**src/common/vga_consts.svh**
```systemverilog
// Fixed 640 x 480 at 60 Hz with a 25.175 MHz pixel clock; other modes need new values here.

`ifndef VGA_CONSTS_SVH
`define VGA_CONSTS_SVH

////////////////////////////////////////
// Horizontal, in clocks.
////////////////////////////////////////

`define VGA_H_FRONT   16
`define VGA_H_SYNC    96
`define VGA_H_BACK    48
`define VGA_H_DISPLAY 640
`define VGA_H_BLANK   (`VGA_H_FRONT + `VGA_H_SYNC + `VGA_H_BACK)   // 160.
`define VGA_H_TOTAL   (`VGA_H_BLANK + `VGA_H_DISPLAY)               // 800.

////////////////////////////////////////
// Vertical, in lines.
////////////////////////////////////////

`define VGA_V_FRONT   10
`define VGA_V_SYNC    2
`define VGA_V_BACK    33
`define VGA_V_DISPLAY 480
`define VGA_V_BLANK   (`VGA_V_FRONT + `VGA_V_SYNC + `VGA_V_BACK)   // 45.
`define VGA_V_TOTAL   (`VGA_V_BLANK + `VGA_V_DISPLAY)               // 525.

////////////////////////////////////////
// Pixel buffer and idle colour.
////////////////////////////////////////

// Words held before the raster starts.
`define VGA_FIFO_DEPTH 16

// Yellow outside the display window.
`define VGA_BLANK_RGB 24'hFF_FF_00

`endif

```
**src/common/vgaPkg.sv**
```systemverilog
// Types only; colour is 8 bits per channel and coordinates cover up to 1023 pixels or lines.

package vgaPkg;

	////////////////////////////////////////
	// Colour word.
	////////////////////////////////////////

	// Red in the top byte, blue in the bottom byte.
	typedef struct packed {
		logic [7:0] red;   // DAC red channel.
		logic [7:0] green; // DAC green channel.
		logic [7:0] blue;  // DAC blue channel.
	} rgbT;

	////////////////////////////////////////
	// Raster coordinates.
	////////////////////////////////////////

	// Enough for the 800 clock line and the 525 line frame.
	typedef logic [9:0] coordT;

endpackage

```
**src/verilog/patternGen.sv**
```systemverilog
// Never stalls on its own; the only flow control is the FIFO full level, pushing once per free cycle.

`timescale 1ns/1ps

`include "vga_consts.svh"

module patternGen (
	input  logic        clk,
	input  logic        rst_n,
	input  logic        full,
	output logic        push,
	output vgaPkg::rgbT pushData
);

	logic          run;    // Set one cycle after reset.
	vgaPkg::coordT px, py; // Raster position of the next word.

	// Push whenever there is room.
	assign push = run & ~full;

	////////////////////////////////////////
	// Pattern rule.
	////////////////////////////////////////

	assign pushData.red   = px[7:0];          // Low byte of x.
	assign pushData.green = py[7:0];          // Low byte of y.
	assign pushData.blue  = px[7:0] ^ py[7:0]; // Diagonal stripes.

	////////////////////////////////////////
	// Raster counters.
	////////////////////////////////////////

	always_ff @(posedge clk or negedge rst_n) begin
		if (!rst_n) begin
			run <= 1'b0;
			px  <= '0;
			py  <= '0;
		end else begin
			run <= 1'b1;
			if (push) begin // Advance only on an accepted word.
				if (px == `VGA_H_DISPLAY - 1) begin
					px <= '0;
					// Last pixel of the frame wraps y too.
					py <= (py == `VGA_V_DISPLAY - 1) ? '0 : py + 1'b1;
				end else begin
					px <= px + 1'b1;
				end
			end
		end
	end

endmodule

```
**src/pixelFifo/pixelFifo.sv**
```systemverilog
// Single clock; read data appears one cycle after pop, and pop on empty or push on full is illegal.

`timescale 1ns/1ps

`include "vga_consts.svh"

module pixelFifo #(
	parameter int depth = `VGA_FIFO_DEPTH
) (
	input  logic        clk,
	input  logic        rst_n,
	input  logic        push,
	input  vgaPkg::rgbT pushData,
	input  logic        pop,
	output vgaPkg::rgbT popData,
	output logic        full,
	output logic        empty
);

	localparam int ptrW = (depth > 1) ? $clog2(depth) : 1;
	localparam int cntW = $clog2(depth + 1);

	vgaPkg::rgbT     mem [depth]; // Word storage.
	logic [ptrW-1:0] wrPtr;
	logic [ptrW-1:0] rdPtr;
	logic [cntW-1:0] count;       // Words held.

	assign full  = (count == cntW'(depth));
	assign empty = (count == '0);

	////////////////////////////////////////
	// Storage and read register.
	////////////////////////////////////////

	always_ff @(posedge clk) begin
		if (push)
			mem[wrPtr] <= pushData;
		if (pop)
			popData <= mem[rdPtr]; // Valid the cycle after pop.
	end

	////////////////////////////////////////
	// Pointers and occupancy.
	////////////////////////////////////////

	always_ff @(posedge clk or negedge rst_n) begin
		if (!rst_n) begin
			wrPtr <= '0;
			rdPtr <= '0;
			count <= '0;
		end else begin
			if (push)
				wrPtr <= (wrPtr == ptrW'(depth - 1)) ? '0 : wrPtr + 1'b1; // Any depth.
			if (pop)
				rdPtr <= (rdPtr == ptrW'(depth - 1)) ? '0 : rdPtr + 1'b1;
			case ({push, pop})
				2'b10:   count <= count + 1'b1;
				2'b01:   count <= count - 1'b1;
				default: count <= count; // Both or neither.
			endcase
		end
	end

	// The display fetch must never find the buffer dry.
	assertNoUnderflow: assert property (@(posedge clk) disable iff (!rst_n)
		pop |-> !empty)
		else $error("pixelFifo: pop while empty");

	// The pattern source must respect the full level.
	assertNoOverflow: assert property (@(posedge clk) disable iff (!rst_n)
		push |-> !full)
		else $error("pixelFifo: push while full");

endmodule

```
**src/vgaTiming/vgaTiming.sv**
```systemverilog
// Waits for the first full FIFO, then runs free forever; each line is front porch, sync, back porch, display.

`timescale 1ns/1ps

`include "vga_consts.svh"

module vgaTiming #(
	parameter int hFrontLen   = `VGA_H_FRONT,
	parameter int hSyncLen    = `VGA_H_SYNC,
	parameter int hBackLen    = `VGA_H_BACK,
	parameter int hDisplayLen = `VGA_H_DISPLAY,
	parameter int vFrontLen   = `VGA_V_FRONT,
	parameter int vSyncLen    = `VGA_V_SYNC,
	parameter int vBackLen    = `VGA_V_BACK,
	parameter int vDisplayLen = `VGA_V_DISPLAY
) (
	input  logic          clk,
	input  logic          rst_n,
	input  logic          full,
	output logic          fetch,
	output logic          active,
	output logic          hSync,
	output logic          vSync,
	output vgaPkg::coordT x,
	output vgaPkg::coordT y
);

	localparam int hBlank = hFrontLen + hSyncLen + hBackLen; // Display starts here.
	localparam int hTotal = hBlank + hDisplayLen;
	localparam int vBlank = vFrontLen + vSyncLen + vBackLen;
	localparam int vTotal = vBlank + vDisplayLen;

	logic          started;      // Start latch.
	logic          lineEnd;      // Last clock of a line.
	logic          inWindow;     // Current count is a display pixel.
	logic          nextInWindow; // Next count is a display pixel.
	vgaPkg::coordT hCount, vCount;
	vgaPkg::coordT hNext, vNext;

	////////////////////////////////////////
	// Next count.
	////////////////////////////////////////

	assign lineEnd = started && (hCount == hTotal - 1);

	always_comb begin
		hNext = hCount; // Frozen until started.
		vNext = vCount;
		if (started)
			hNext = lineEnd ? '0 : hCount + 1'b1;
		if (lineEnd)
			vNext = (vCount == vTotal - 1) ? '0 : vCount + 1'b1; // Frame wrap.
	end

	assign inWindow     = (hCount >= hBlank) && (vCount >= vBlank);
	assign nextInWindow = (hNext >= hBlank) && (vNext >= vBlank); // One cycle early.

	////////////////////////////////////////
	// Start latch and counters.
	////////////////////////////////////////

	always_ff @(posedge clk or negedge rst_n) begin
		if (!rst_n) begin
			started <= 1'b0;
			hCount  <= '0;
			vCount  <= '0;
		end else begin
			if (!started && full)
				started <= 1'b1; // Never clears.
			hCount <= hNext;
			vCount <= vNext;
		end
	end

	////////////////////////////////////////
	// Registered decode.
	////////////////////////////////////////

	always_ff @(posedge clk or negedge rst_n) begin
		if (!rst_n) begin
			hSync  <= 1'b1; // Syncs are active low.
			vSync  <= 1'b1;
			active <= 1'b0;
			fetch  <= 1'b0;
			x      <= '0;
			y      <= '0;
		end else begin
			hSync  <= !((hCount >= hFrontLen) && (hCount < hFrontLen + hSyncLen));
			vSync  <= !((vCount >= vFrontLen) && (vCount < vFrontLen + vSyncLen));
			active <= inWindow;
			fetch  <= nextInWindow; // Pop lands with active.
			x      <= inWindow ? vgaPkg::coordT'(hCount - hBlank) : '0;
			y      <= inWindow ? vgaPkg::coordT'(vCount - vBlank) : '0;
		end
	end

	assertHRange: assert property (@(posedge clk) disable iff (!rst_n)
		hCount < hTotal)
		else $error("vgaTiming: hCount out of range");

	// Display never overlaps a sync pulse.
	assertNoSyncActive: assert property (@(posedge clk) disable iff (!rst_n)
		active |-> (hSync && vSync))
		else $error("vgaTiming: active during sync");

	// FIFO data arrives exactly when the pixel is shown.
	assertFetchLead: assert property (@(posedge clk) disable iff (!rst_n)
		fetch |=> active)
		else $error("vgaTiming: fetch not followed by active");

endmodule

```
**src/verilog/pixelOut.sv**
```systemverilog
// One register stage; colour is only taken from the FIFO inside the display window.

`timescale 1ns/1ps

`include "vga_consts.svh"

module pixelOut (
	input  logic          clk,
	input  logic          rst_n,
	input  logic          active,
	input  logic          hSync,
	input  logic          vSync,
	input  vgaPkg::coordT x,
	input  vgaPkg::coordT y,
	input  vgaPkg::rgbT   popData,
	output vgaPkg::rgbT   rgb,
	output logic          hs,
	output logic          vs,
	output logic          blankN,
	output vgaPkg::coordT outX,
	output vgaPkg::coordT outY
);

	localparam vgaPkg::rgbT blankRgb = `VGA_BLANK_RGB;

	vgaPkg::rgbT pixel; // Colour before the register.

	assign pixel = active ? popData : blankRgb;

	////////////////////////////////////////
	// DAC register.
	////////////////////////////////////////

	always_ff @(posedge clk or negedge rst_n) begin
		if (!rst_n) begin
			rgb    <= blankRgb;
			hs     <= 1'b1; // Idle high.
			vs     <= 1'b1;
			blankN <= 1'b0;
			outX   <= '0;
			outY   <= '0;
		end else begin
			rgb    <= pixel;
			hs     <= hSync;
			vs     <= vSync;
			blankN <= active; // Same edge as colour.
			outX   <= x;
			outY   <= y;
		end
	end

endmodule

```
**src/verilog/vgaTop.sv**
```systemverilog
// Pixel clock is clk itself; the DAC samples on the inverted clock so data is stable mid-cycle.

`timescale 1ns/1ps

`include "vga_consts.svh"

module vgaTop (
	input  logic          clk,
	input  logic          rst_n,
	output vgaPkg::rgbT   rgb,
	output logic          hs,
	output logic          vs,
	output logic          blankN,
	output logic          vgaClk,
	output vgaPkg::coordT outX,
	output vgaPkg::coordT outY
);

	logic          push, pop, full;
	vgaPkg::rgbT   pushData, popData;
	logic          active, hSync, vSync;
	vgaPkg::coordT x, y;

	assign vgaClk = ~clk; // DAC clock.

	////////////////////////////////////////
	// Source and buffer.
	////////////////////////////////////////

	patternGen i_patternGen (
		.clk      (clk),
		.rst_n    (rst_n),
		.full     (full),
		.push     (push),
		.pushData (pushData)
	);

	pixelFifo #(.depth(`VGA_FIFO_DEPTH)) i_pixelFifo (
		.clk      (clk),
		.rst_n    (rst_n),
		.push     (push),
		.pushData (pushData),
		.pop      (pop),
		.popData  (popData),
		.full     (full),
		.empty    ()
	);

	////////////////////////////////////////
	// Raster and output.
	////////////////////////////////////////

	vgaTiming i_vgaTiming (
		.clk    (clk),
		.rst_n  (rst_n),
		.full   (full),
		.fetch  (pop), // One pop per display pixel.
		.active (active),
		.hSync  (hSync),
		.vSync  (vSync),
		.x      (x),
		.y      (y)
	);

	pixelOut i_pixelOut (
		.clk     (clk),
		.rst_n   (rst_n),
		.active  (active),
		.hSync   (hSync),
		.vSync   (vSync),
		.x       (x),
		.y       (y),
		.popData (popData),
		.rgb     (rgb),
		.hs      (hs),
		.vs      (vs),
		.blankN  (blankN),
		.outX    (outX),
		.outY    (outY)
	);

endmodule

```
**config.mk**
```make
export PLATFORM = sky130hd
export DESIGN_NAME = vgaTop
export DESIGN_NICKNAME = d
export VERILOG_FILES = /design/src/common/vgaPkg.sv /design/src/verilog/patternGen.sv /design/src/pixelFifo/pixelFifo.sv /design/src/vgaTiming/vgaTiming.sv /design/src/verilog/pixelOut.sv /design/src/verilog/vgaTop.sv
export VERILOG_INCLUDE_DIRS = /design/src /design/src/common
export SDC_FILE = /design/constraint.sdc
export NUM_CORES = 1
export LEC_CHECK = 0
export BUFFER_PORTS_ARGS = -buffer_cell sky130_fd_sc_hd__buf_2
export CAP_MARGIN = 5
export CORE_MARGIN = 3
export CORE_UTILIZATION = 60
export CTS_BUF_LIST = sky130_fd_sc_hd__clkbuf_4 sky130_fd_sc_hd__clkbuf_8
export DETAILED_ROUTE_END_ITERATION = 12
export GPL_ROUTABILITY_DRIVEN = 0
export HOLD_SLACK_MARGIN = 0.08
export PLACE_DENSITY_LB_ADDON = 0.12
export SETUP_SLACK_MARGIN = 0.05
export SYNTH_ARGS = -nofsm -noshare
export SYNTH_HDL_FRONTEND = slang
export SYNTH_SLANG_ARGS = --single-unit
```
**constraint.sdc**
```tcl
create_clock -name clk -period 3.5 [get_ports clk]
set_input_delay 0.35 -clock clk [delete_from_list [all_inputs] [get_ports clk]]
set_output_delay 0.35 -clock clk [all_outputs]
set_load 0.05 [all_outputs]
```
# ---- Yosys cells after proc, flatten, opt, wreduce, memory -nomap -nowiden
# Memory sizes are Yosys's and may differ from the RTL's. A register that Yosys moved wholly into a read port is not among the register bits.
# Index checks and enable logic that the tools add are counted.
dict set report totals {
  mem_bits_rw 384
  reg_bits 126
  memories 1
  word_cells 80
  input_bits 2
  out_inout_bits 48
}
# memory depth word_bits rd rd_clocked_by_memory_dff wr line
set memory_table {}
lappend memory_table {i_pixelFifo.mem 16 24 1 1 1 pixelFifo.sv:23} ;# vgaPkg::rgbT mem [depth];
dict set report classes {
  add_sub_neg 10
  eq_ne 9
  reduce_logical 11
  order_cmp 8
  bitwise 4
  n_mux 14
}
# cell count
set ops {}
lappend ops {{10-bit two-way mux} 8}
lappend ops {{10-bit by 1-bit adder with 10-bit output, second input constant} 4}
lappend ops {{10-bit equality test, second input constant} 3}
lappend ops {{24-bit two-way mux} 1}
lappend ops {{10-bit by 6-bit greater-or-equal comparator with 1-bit output, second input constant} 2}
lappend ops {{10-bit by 8-bit greater-or-equal comparator with 1-bit output, second input constant} 2}
lappend ops {{10-bit by 9-bit equality test with 1-bit output, second input constant} 1}
lappend ops {{10-bit by 4-bit greater-or-equal comparator with 1-bit output, second input constant} 1}
lappend ops {{10-bit by 5-bit greater-or-equal comparator with 1-bit output, second input constant} 1}
lappend ops {{10-bit by 4-bit less-than comparator with 1-bit output, second input constant} 1}
lappend ops {{10-bit by 7-bit less-than comparator with 1-bit output, second input constant} 1}
lappend ops {{5-bit case mux with 2 select lines} 1}
lappend ops {{10-bit by 6-bit subtractor with 10-bit output, second input constant} 1}
lappend ops {{10-bit by 8-bit subtractor with 10-bit output, second input constant} 1}
lappend ops {{4-bit by 1-bit adder with 4-bit output, second input constant} 2}
lappend ops {{4-bit equality test, second input constant} 2}
lappend ops {{4-bit two-way mux} 2}
lappend ops {{8-bit XOR} 1}
lappend ops {{1-bit logical AND} 6}
lappend ops {{5-bit by 1-bit adder with 5-bit output, second input constant} 1}
lappend ops {{5-bit equality test, second input constant} 1}
lappend ops {{5-bit by 1-bit subtractor with 5-bit output, second input constant} 1}
lappend ops {{1-bit zero test} 3}
lappend ops {{2-bit by 1-bit equality test with 1-bit output, second input constant} 1}
lappend ops {{6 further kinds} 8}

# ---- Longest topological paths before layout
# Gate-level depths: netlist (run 1).
dict set report depth {
  ltp_word 6
  depth_mapped 11
}

# ---- By module
# From an unflattened synthesis (run 1), not the netlist that was laid out.
dict set report unflattened {
  hier_cells 1157
  area_unflattened_um2 20872.5
}
# mod instances cells_each area_per_inst_um2 seq_area_each_um2
set modules_own_cells {}
lappend modules_own_cells {pixelFifo 1 718 15906.5 12577.1}
lappend modules_own_cells {vgaTiming 1 235 2304.7 1128.6}
lappend modules_own_cells {pixelOut 1 73 1362.6 1198.6}
lappend modules_own_cells {patternGen 1 130 1295.0 525.5}
lappend modules_own_cells {vgaTop 1 1 3.8 0.0}

==> results.toml, run 1 <==
[synth]
synthesis.area_sq_um = 20730
synth_seq_area_share = 0.7442
postSynthAreaPerCell_sq_um = 19.40
synth.net_count = 1090
synth-async-reset-ratio = 0.2360
ys_warn_count = 0
synth_enable_flop_cells = 408
syn-instance-count = 1069
synth.ff_latch_count = 534
synth.distinct_cells = 61
synthFlopType = "sky130_fd_sc_hd__edfxtp_1"

[placed_design]
dp.cells = 1566
dp.final_hpwl_mm = 24.57
io_buffers = 49

[floorplan]
std_cell_rows = 67
die_x_um = 191.9
die_area_sq_um = 36820
floorplan.initialDensity = 0.6137
floorplan.io_pins = 50
core_area_sq_um = 33780
die-height_um = 191.9

[sta]
setup_total_negative_slack_ns = 0
timing_max_transition_violations_final = 0
finalSetupViolations = 0
fmaxAchievable_mhz = 333.8
finalHoldViolations = 0
rsz0062_at_grt = "false"
hold_ws_ns = 0.2807
clock-skew-final_ns = 0.02967
slew-limit-headroom = 0.1847
worst-slew-pin-transition_ns = 1.219
min_period_over_period = 0.8560
final.min_clock_period_ns = 2.996

[power_and_ir_drop]
pwr-share-seq = 0.544
power.share.switching = 0.2441
ir_worst_vdd_mv = 0.3738
pwr_density_cell_nw_per_um2 = 621.1
net-switching-power_w = 0.003552
p_comb_frac = 0.098
internal_power_w = 0.01100
clockPowerShare = 0.359
cellLeakagePower_nw = 8.246

[setup_path]
cells_traversed_along_the_worst_timing_path = "nor4_1 -> a21boi_2 -> clkinv_1 -> ha_1 -> inv_1 -> fa_1 -> nor2b_1 -> o21ai_0 -> and3_1 -> nor3_1 -> xnor2_1"
crit_path_top_delay_cell = "sky130_fd_sc_hd__nor4_1"
biggest_fanout_along_the_worst_timing_path = 14
worstSetupStartpoint = "i_pixelFifo.count[0]$_DFFE_PN0P_"
reg2reg_from = "i_pixelFifo.count[0]$_DFFE_PN0P_"
required_ns = 4.02
critPathLaunchType = "register"
setup.worst_path.end_class = "register"
crit_path_max_incr_delay_ns = 0.50
critPathKind = "reg -> reg"
reg2reg_slack_ns = 0.50
worst-endpoint-arrival_ns = 3.52

[clock_network]
postCtsSetupBuffers = 0
clk_pin_slew_worst_paths_ns = 0.06
clock-root-buffer = "sky130_fd_sc_hd__clkbuf_8"
tritoncts = "yes"
cts_max_level = 3
tritoncts.num_buffers = 83
clk_latency_ns = 0.63
ctsLongestPathBuffers = 3

[routing]
drtAntennaViolNets = 0
detail_route.wirelength_mm = 40.69
total_iterations_of_the_first_detailed_routing_run = 5
first_iter_violations = 875
post_drt_via_cell_ratio = 5.984
wl_per_cell_um = 23.70
route.vias.total = 10274
remaining_drc_errors = 0

[layout]
num_antenna_cells = 0
nets = 1225
top_register = "i_pixelFifo.mem"
largest_register_ff_count = 384
final_util = 0.6935
fraction_of_final_layout_cells_sized_beyond_drive_strength_1 = 0.3121
largest_registers = "i_pixelFifo.mem x384, i_pixelFifo.popData x24, i_pixelOut.rgb x24"
flow.area_growth_from_synthesis_pct = 13.00
finish.cell_count_without_fillers = 1717

[global_routing]
maximum_number_of_pins_on_one_net_before_global_route_repair = 71
grt.overflow.total = 0
grt_pass1_vias = 10415
grtUsageTotal = 0.2326
grt_pass1_wl_mm = 63.18
antenna_found_initial = 0

[outcome]
run_status = "completed"

[worst_hold_path]
hold_wc_path_type = "in -> async"

[run]
drv.max_cap_violation_count = 0
==> metrics by stage <==
| stage | cell area (sq um) | power (W) | setup WS, ns |
|---|---|---|---|
| after floorplan | 20730 | 0.008872 | 1.038 |
| after global placement | 21750 | 0.009451 | 0.5929 |
| after detailed placement | 21750 | 0.009530 | 0.5358 |
| after CTS | 23430 | 0.01469 | 0.4981 |
| after global routing | 23430 | 0.01513 | 0.2109 |
| final | 23430 | 0.01455 | 0.5041 |
==> routing by layer <==
layer	part of all wire	vias up	GRT usage
met5	0	-	0
met4	0.018	0	0.06633
met3	0.053	60	0.03869
met2	0.49	317	0.3676
met1	0.44	5416	0.3439
li1	-	4481	-
==> synthesized netlist by cell type (14+ instances only) <==
cell type / count / share of area
sky130_fd_sc_hd__dfstp_2: 20 / 0.025
sky130_fd_sc_hd__inv_1: 28 / 0.0051
sky130_fd_sc_hd__mux4_2: 120 / 0.13
sky130_fd_sc_hd__nand2b_1: 17 / 0.0051
sky130_fd_sc_hd__o21ai_0: 32 / 0.0077
sky130_fd_sc_hd__dfrtp_1: 106 / 0.13
sky130_fd_sc_hd__xor2_1: 21 / 0.0089
sky130_fd_sc_hd__buf_2: 24 / 0.0058
sky130_fd_sc_hd__clkbuf_1: 20 / 0.0036
sky130_fd_sc_hd__nor2_1: 38 / 0.0069
sky130_fd_sc_hd__nand2_1: 30 / 0.0054
sky130_fd_sc_hd__nor3_1: 14 / 0.0034
sky130_fd_sc_hd__nand3_1: 22 / 0.0053
sky130_fd_sc_hd__ha_1: 18 / 0.011
sky130_fd_sc_hd__and2_1: 17 / 0.0051
sky130_fd_sc_hd__xnor2_1: 29 / 0.012
sky130_fd_sc_hd__edfxtp_1: 408 / 0.59
==> worst max-delay path, delay by kind of cell, from the launching register on <==
kind	cells	cell delay (ns)
DFF	1	0.42
xor gates and xnor gates	1	0.14
AOI/OAI and AO/OA	2	0.36
and+or+nand+nor	4	0.98
adders and majority gates	2	0.70
buffers and inverters	2	0.33
==> layout by cell type (no fill, tap or decap), types with 3 or more instances in the layout <==
cell type / instances
sky130_fd_sc_hd__o21ai_0: 32
sky130_fd_sc_hd__xor2_1: 21
sky130_fd_sc_hd__nand4_1: 13
sky130_fd_sc_hd__nor4_1: 5
sky130_fd_sc_hd__xnor2_1: 29
sky130_fd_sc_hd__nor3_1: 14
sky130_fd_sc_hd__dfstp_2: 20
sky130_fd_sc_hd__a21oi_1: 13
sky130_fd_sc_hd__inv_1: 28
sky130_fd_sc_hd__and3_1: 6
sky130_fd_sc_hd__nand3_1: 22
sky130_fd_sc_hd__or3_1: 8
sky130_fd_sc_hd__buf_4: 48
sky130_fd_sc_hd__buf_2: 48
sky130_fd_sc_hd__buf_12: 6
sky130_fd_sc_hd__a21o_1: 3
sky130_fd_sc_hd__and4_1: 6
sky130_fd_sc_hd__edfxtp_1: 408
sky130_fd_sc_hd__ha_1: 18
sky130_fd_sc_hd__clkbuf_8: 90
sky130_fd_sc_hd__dfrtp_1: 102
sky130_fd_sc_hd__and2_1: 17
sky130_fd_sc_hd__clkinvlp_4: 5
sky130_fd_sc_hd__clkinv_2: 8
sky130_fd_sc_hd__nand2_1: 30
sky130_fd_sc_hd__nand2b_1: 17
sky130_fd_sc_hd__nor2_1: 38
sky130_fd_sc_hd__clkinv_1: 14
sky130_fd_sc_hd__clkbuf_4: 30
sky130_fd_sc_hd__mux4_2: 120
==> what timing repair did <==
| item | 4_1_cts | 5_1_grt |
|---|---|---|
| hold buffers | 1 | 0 |
| setup endpoints to repair | 0 | 0 |
| resized for setup | 0 | 0 |
| hold endpoints to repair | 58 | 0 |
==> final timing paths <==
path,endpoint,depth (start not counted)
max,i_pixelFifo.count[4]$_DFFE_PN0P_,11
min,i_pixelOut.rgb[0]$_DFF_PN0_,2
max reg2reg,i_pixelFifo.count[4]$_DFFE_PN0P_,11
min reg2reg,i_pixelOut.outX[6]$_DFF_PN0_,0
max in group asynchronous,i_pixelOut.hs$_DFF_PN1_,3
min in group clk,i_pixelOut.outX[6]$_DFF_PN0_,0
==> power groups by stage <==
stage	combinational (W)	sequential (W)	clock [W]
floorplan	0.000765	0.00806	0.0000483
global placement	0.00139	0.00800	0.0000580
detailed placement	0.00144	0.00803	0.0000580
CTS	0.00144	0.00791	0.00534
global route	0.00156	0.00796	0.00561
finish	0.00142	0.00791	0.00522
==> final cells by class <==
class	instances	area, sq um
sequential	534	15440
clock buffer	121	1469
timing repair buffer	103	737.0
multi-input combinational	452	4913
inverter	28	105.1
fill	2114	10350
tap	448	560.5
clock inverter	31	203.9
==> kinds of logic after synthesis <==
logic type / Yosys count / share of synthesized area
flops: 534 / 0.7442
simple gates: 192 / 0.05208
mux: 123 / 0.1319
buf+inv: 83 / 0.01883
compound gates: 67 / 0.01991
xor+xnor: 50 / 0.02112
fa+ha+maj: 19 / 0.01183
other cells: 1 / 0.0001809
Power figures use the tool's default switching activity.
==> run 2, diff against run 1 <==
CORE_MARGIN = 2   (was 3)
TNS_END_PERCENT = 20   (was default)
==> results.toml, run 2 (synthesis results as in run 1) <==
[outcome]
run_status = "completed"

[placed_design]
dp.final_hpwl_mm = 22.51
io_buffers = 49
dp_worst_setup_slack_ns = 0.7778

[global_routing]
grtUsageTotal = 0.2397
maximum_number_of_pins_on_one_net_before_global_route_repair = 81
antenna_found_initial = 0
grt_pass1_wl_mm = 62.52
grt_pass1_vias = 10212
grt.overflow.total = 0

[routing]
first_iter_violations = 1067
remaining_drc_errors = 0
detail_route.wirelength_mm = 41.03
total_iterations_of_the_first_detailed_routing_run = 7
post_drt_via_cell_ratio = 5.922
drtAntennaViolNets = 0
wl_per_cell_um = 23.91
route.vias.total = 10162

[setup_path]
required_ns = 3.15
biggest_fanout_along_the_worst_timing_path = 8
cells_traversed_along_the_worst_timing_path = "clkbuf_8 -> clkbuf_8 -> clkbuf_8 -> inv_1 -> buf_2"
worst_r2r_dst = "i_pixelFifo.count[4]$_DFFE_PN0P_"
critical_path.most_common_cell = "sky130_fd_sc_hd__clkbuf_8"
number_of_cells_on_the_worst_reg_to_reg_path = 11
worst-endpoint-arrival_ns = 2.61
critPathLaunchType = "clock port"
critPathTopFamily = "buffers and inverters"
setup.worst_path.end_class = "output pin"
crit_path_max_incr_delay_ns = 0.25
reg2reg_slack_ns = 0.70
reg2reg_from = "i_pixelFifo.count[0]$_DFFE_PN0P_"
timing.critical_path.buf_inv = 5
worstSetupStartpoint = "clk"
critPathKind = "clk -> out"
crit_path_top_delay_cell = "sky130_fd_sc_hd__buf_2"

[power_and_ir_drop]
ir_worst_vdd_mv = 0.3840
p_comb_frac = 0.096
internal_power_w = 0.01111
net-switching-power_w = 0.003623
pwr_density_cell_nw_per_um2 = 628.2
clockPowerShare = 0.365
cellLeakagePower_nw = 8.251
power.share.switching = 0.2460
pwr-share-seq = 0.539

[floorplan]
die_x_um = 189.9
floorplan.io_pins = 50
die-height_um = 189.9
core_area_sq_um = 34290
floorplan.initialDensity = 0.6047
std_cell_rows = 68
die_area_sq_um = 36060

[clock_network]
clk_pin_slew_worst_paths_ns = 0.06
clk_latency_ns = 0.64
cts_resized = 0
tritoncts.num_buffers = 85
tritoncts = "yes"
ctsLongestPathBuffers = 3
holdBufCountCts = 1
cts_max_level = 3
postCtsSetupBuffers = 0
clock-root-buffer = "sky130_fd_sc_hd__clkbuf_8"

[layout]
largest_registers = "i_pixelFifo.mem x384, i_pixelFifo.popData x24, i_pixelOut.rgb x24"
fraction_of_final_layout_cells_sized_beyond_drive_strength_1 = 0.3109
top_register = "i_pixelFifo.mem"
largest_register_ff_count = 384
most-common-layout-cells = "sky130_fd_sc_hd__edfxtp_1, sky130_fd_sc_hd__mux4_2, sky130_fd_sc_hd__dfrtp_1"
final_common_cell = "sky130_fd_sc_hd__edfxtp_1"
nets = 1216
flow.area_growth_from_synthesis_pct = 13.09
num_antenna_cells = 0

[worst_hold_path]
hold_wc_path_type = "in -> async"

[sta]
fin_ws_ns = 0.5366
worst-slew-pin-transition_ns = 1.160
finalSetupViolations = 0
finalHoldViolations = 0
clock-skew-final_ns = 0.02644
rsz0062_at_grt = "false"
setup_total_negative_slack_ns = 0
timing_max_transition_violations_final = 0
slew-limit-headroom = 0.2241

[run]
drv.max_cap_violation_count = 0
==> run 2: changes by cell type in the layout (fill, tap and decap cells not counted) <==
cell                         before  now
sky130_fd_sc_hd__clkinv_8         0    1
sky130_fd_sc_hd__bufinv_16        2    1
sky130_fd_sc_hd__inv_6            1    4
sky130_fd_sc_hd__clkinvlp_4       5    1
sky130_fd_sc_hd__clkinv_1        14    9
sky130_fd_sc_hd__dfrtp_1        102  103
sky130_fd_sc_hd__buf_4           48   35
sky130_fd_sc_hd__dfrtp_2          2    1
sky130_fd_sc_hd__clkbuf_8        90   96
sky130_fd_sc_hd__clkbuf_4        30   33
sky130_fd_sc_hd__buf_12           6    8
==> run 2: metal layers <==
layer / up-vias / part of all wire / routed length [um] / GRT usage
li1: 4459 / - / - / -
met1: 5314 / 0.43 / 17800 / 0.3452
met2: 327 / 0.49 / 19950 / 0.3780
met3: 62 / 0.060 / 2476 / 0.04519
met4: 0 / 0.020 / 804 / 0.07961
met5: - / 0 / 0 / 0
==> run 2: worst max path at each step <==
stage,to,slack [ns],cells past startpoint
3_3_place_gp,i_pixelFifo.count[4]$_DFFE_PN0P_,0.81,11
6_report,vgaClk,0.54,5
2_1_floorplan,i_pixelFifo.count[4]$_DFFE_PN0P_,1.04,11
5_1_grt,i_pixelFifo.count[4]$_DFFE_PN0P_,0.42,11
4_1_cts,vgaClk,0.50,5
3_5_place_dp,i_pixelFifo.count[4]$_DFFE_PN0P_,0.78,11
==> run 2: metrics by stage <==
| stage | cell area [sq um] | power (W) | util | cells | hold WS [ns] |
|---|---|---|---|---|---|
| 6_report | 23450 | 0.01473 | 0.6838 | 1716 | 0.3270 |
| 5_1_grt | 23450 | 0.01532 | 0.6838 | 1716 | 0.3455 |
| 4_1_cts | 23450 | 0.01486 | 0.6838 | 1716 | 0.3238 |
| 3_5_place_dp | 21700 | 0.009546 | 0.6330 | 1562 | 0.3347 |
| 3_3_place_gp | 21700 | 0.009479 | 0.6330 | 1562 | 0.3315 |
| 2_1_floorplan | 20730 | 0.008872 | - | 1069 | 0.05441 |
==> run 2: power by group through the flow <==
stage | combinational (W) | sequential, W | clock, W
6_report | 0.00142 | 0.00794 | 0.00537
2_1_floorplan | 0.000765 | 0.00806 | 0.0000483
5_1_grt | 0.00155 | 0.00799 | 0.00577
3_3_place_gp | 0.00139 | 0.00803 | 0.0000580
4_1_cts | 0.00143 | 0.00794 | 0.00549
3_5_place_dp | 0.00142 | 0.00806 | 0.0000580
==> run 2: layout make-up <==
cell class | count | area, sq um
well taps | 455 | 569.3
multi-input cells | 452 | 4913
clock inverters | 25 | 167.7
repair buffers | 92 | 679.4
fillers | 2225 | 10840
flip-flops and latches | 534 | 15440
inverters | 28 | 105.1
clock buffers | 130 | 1574
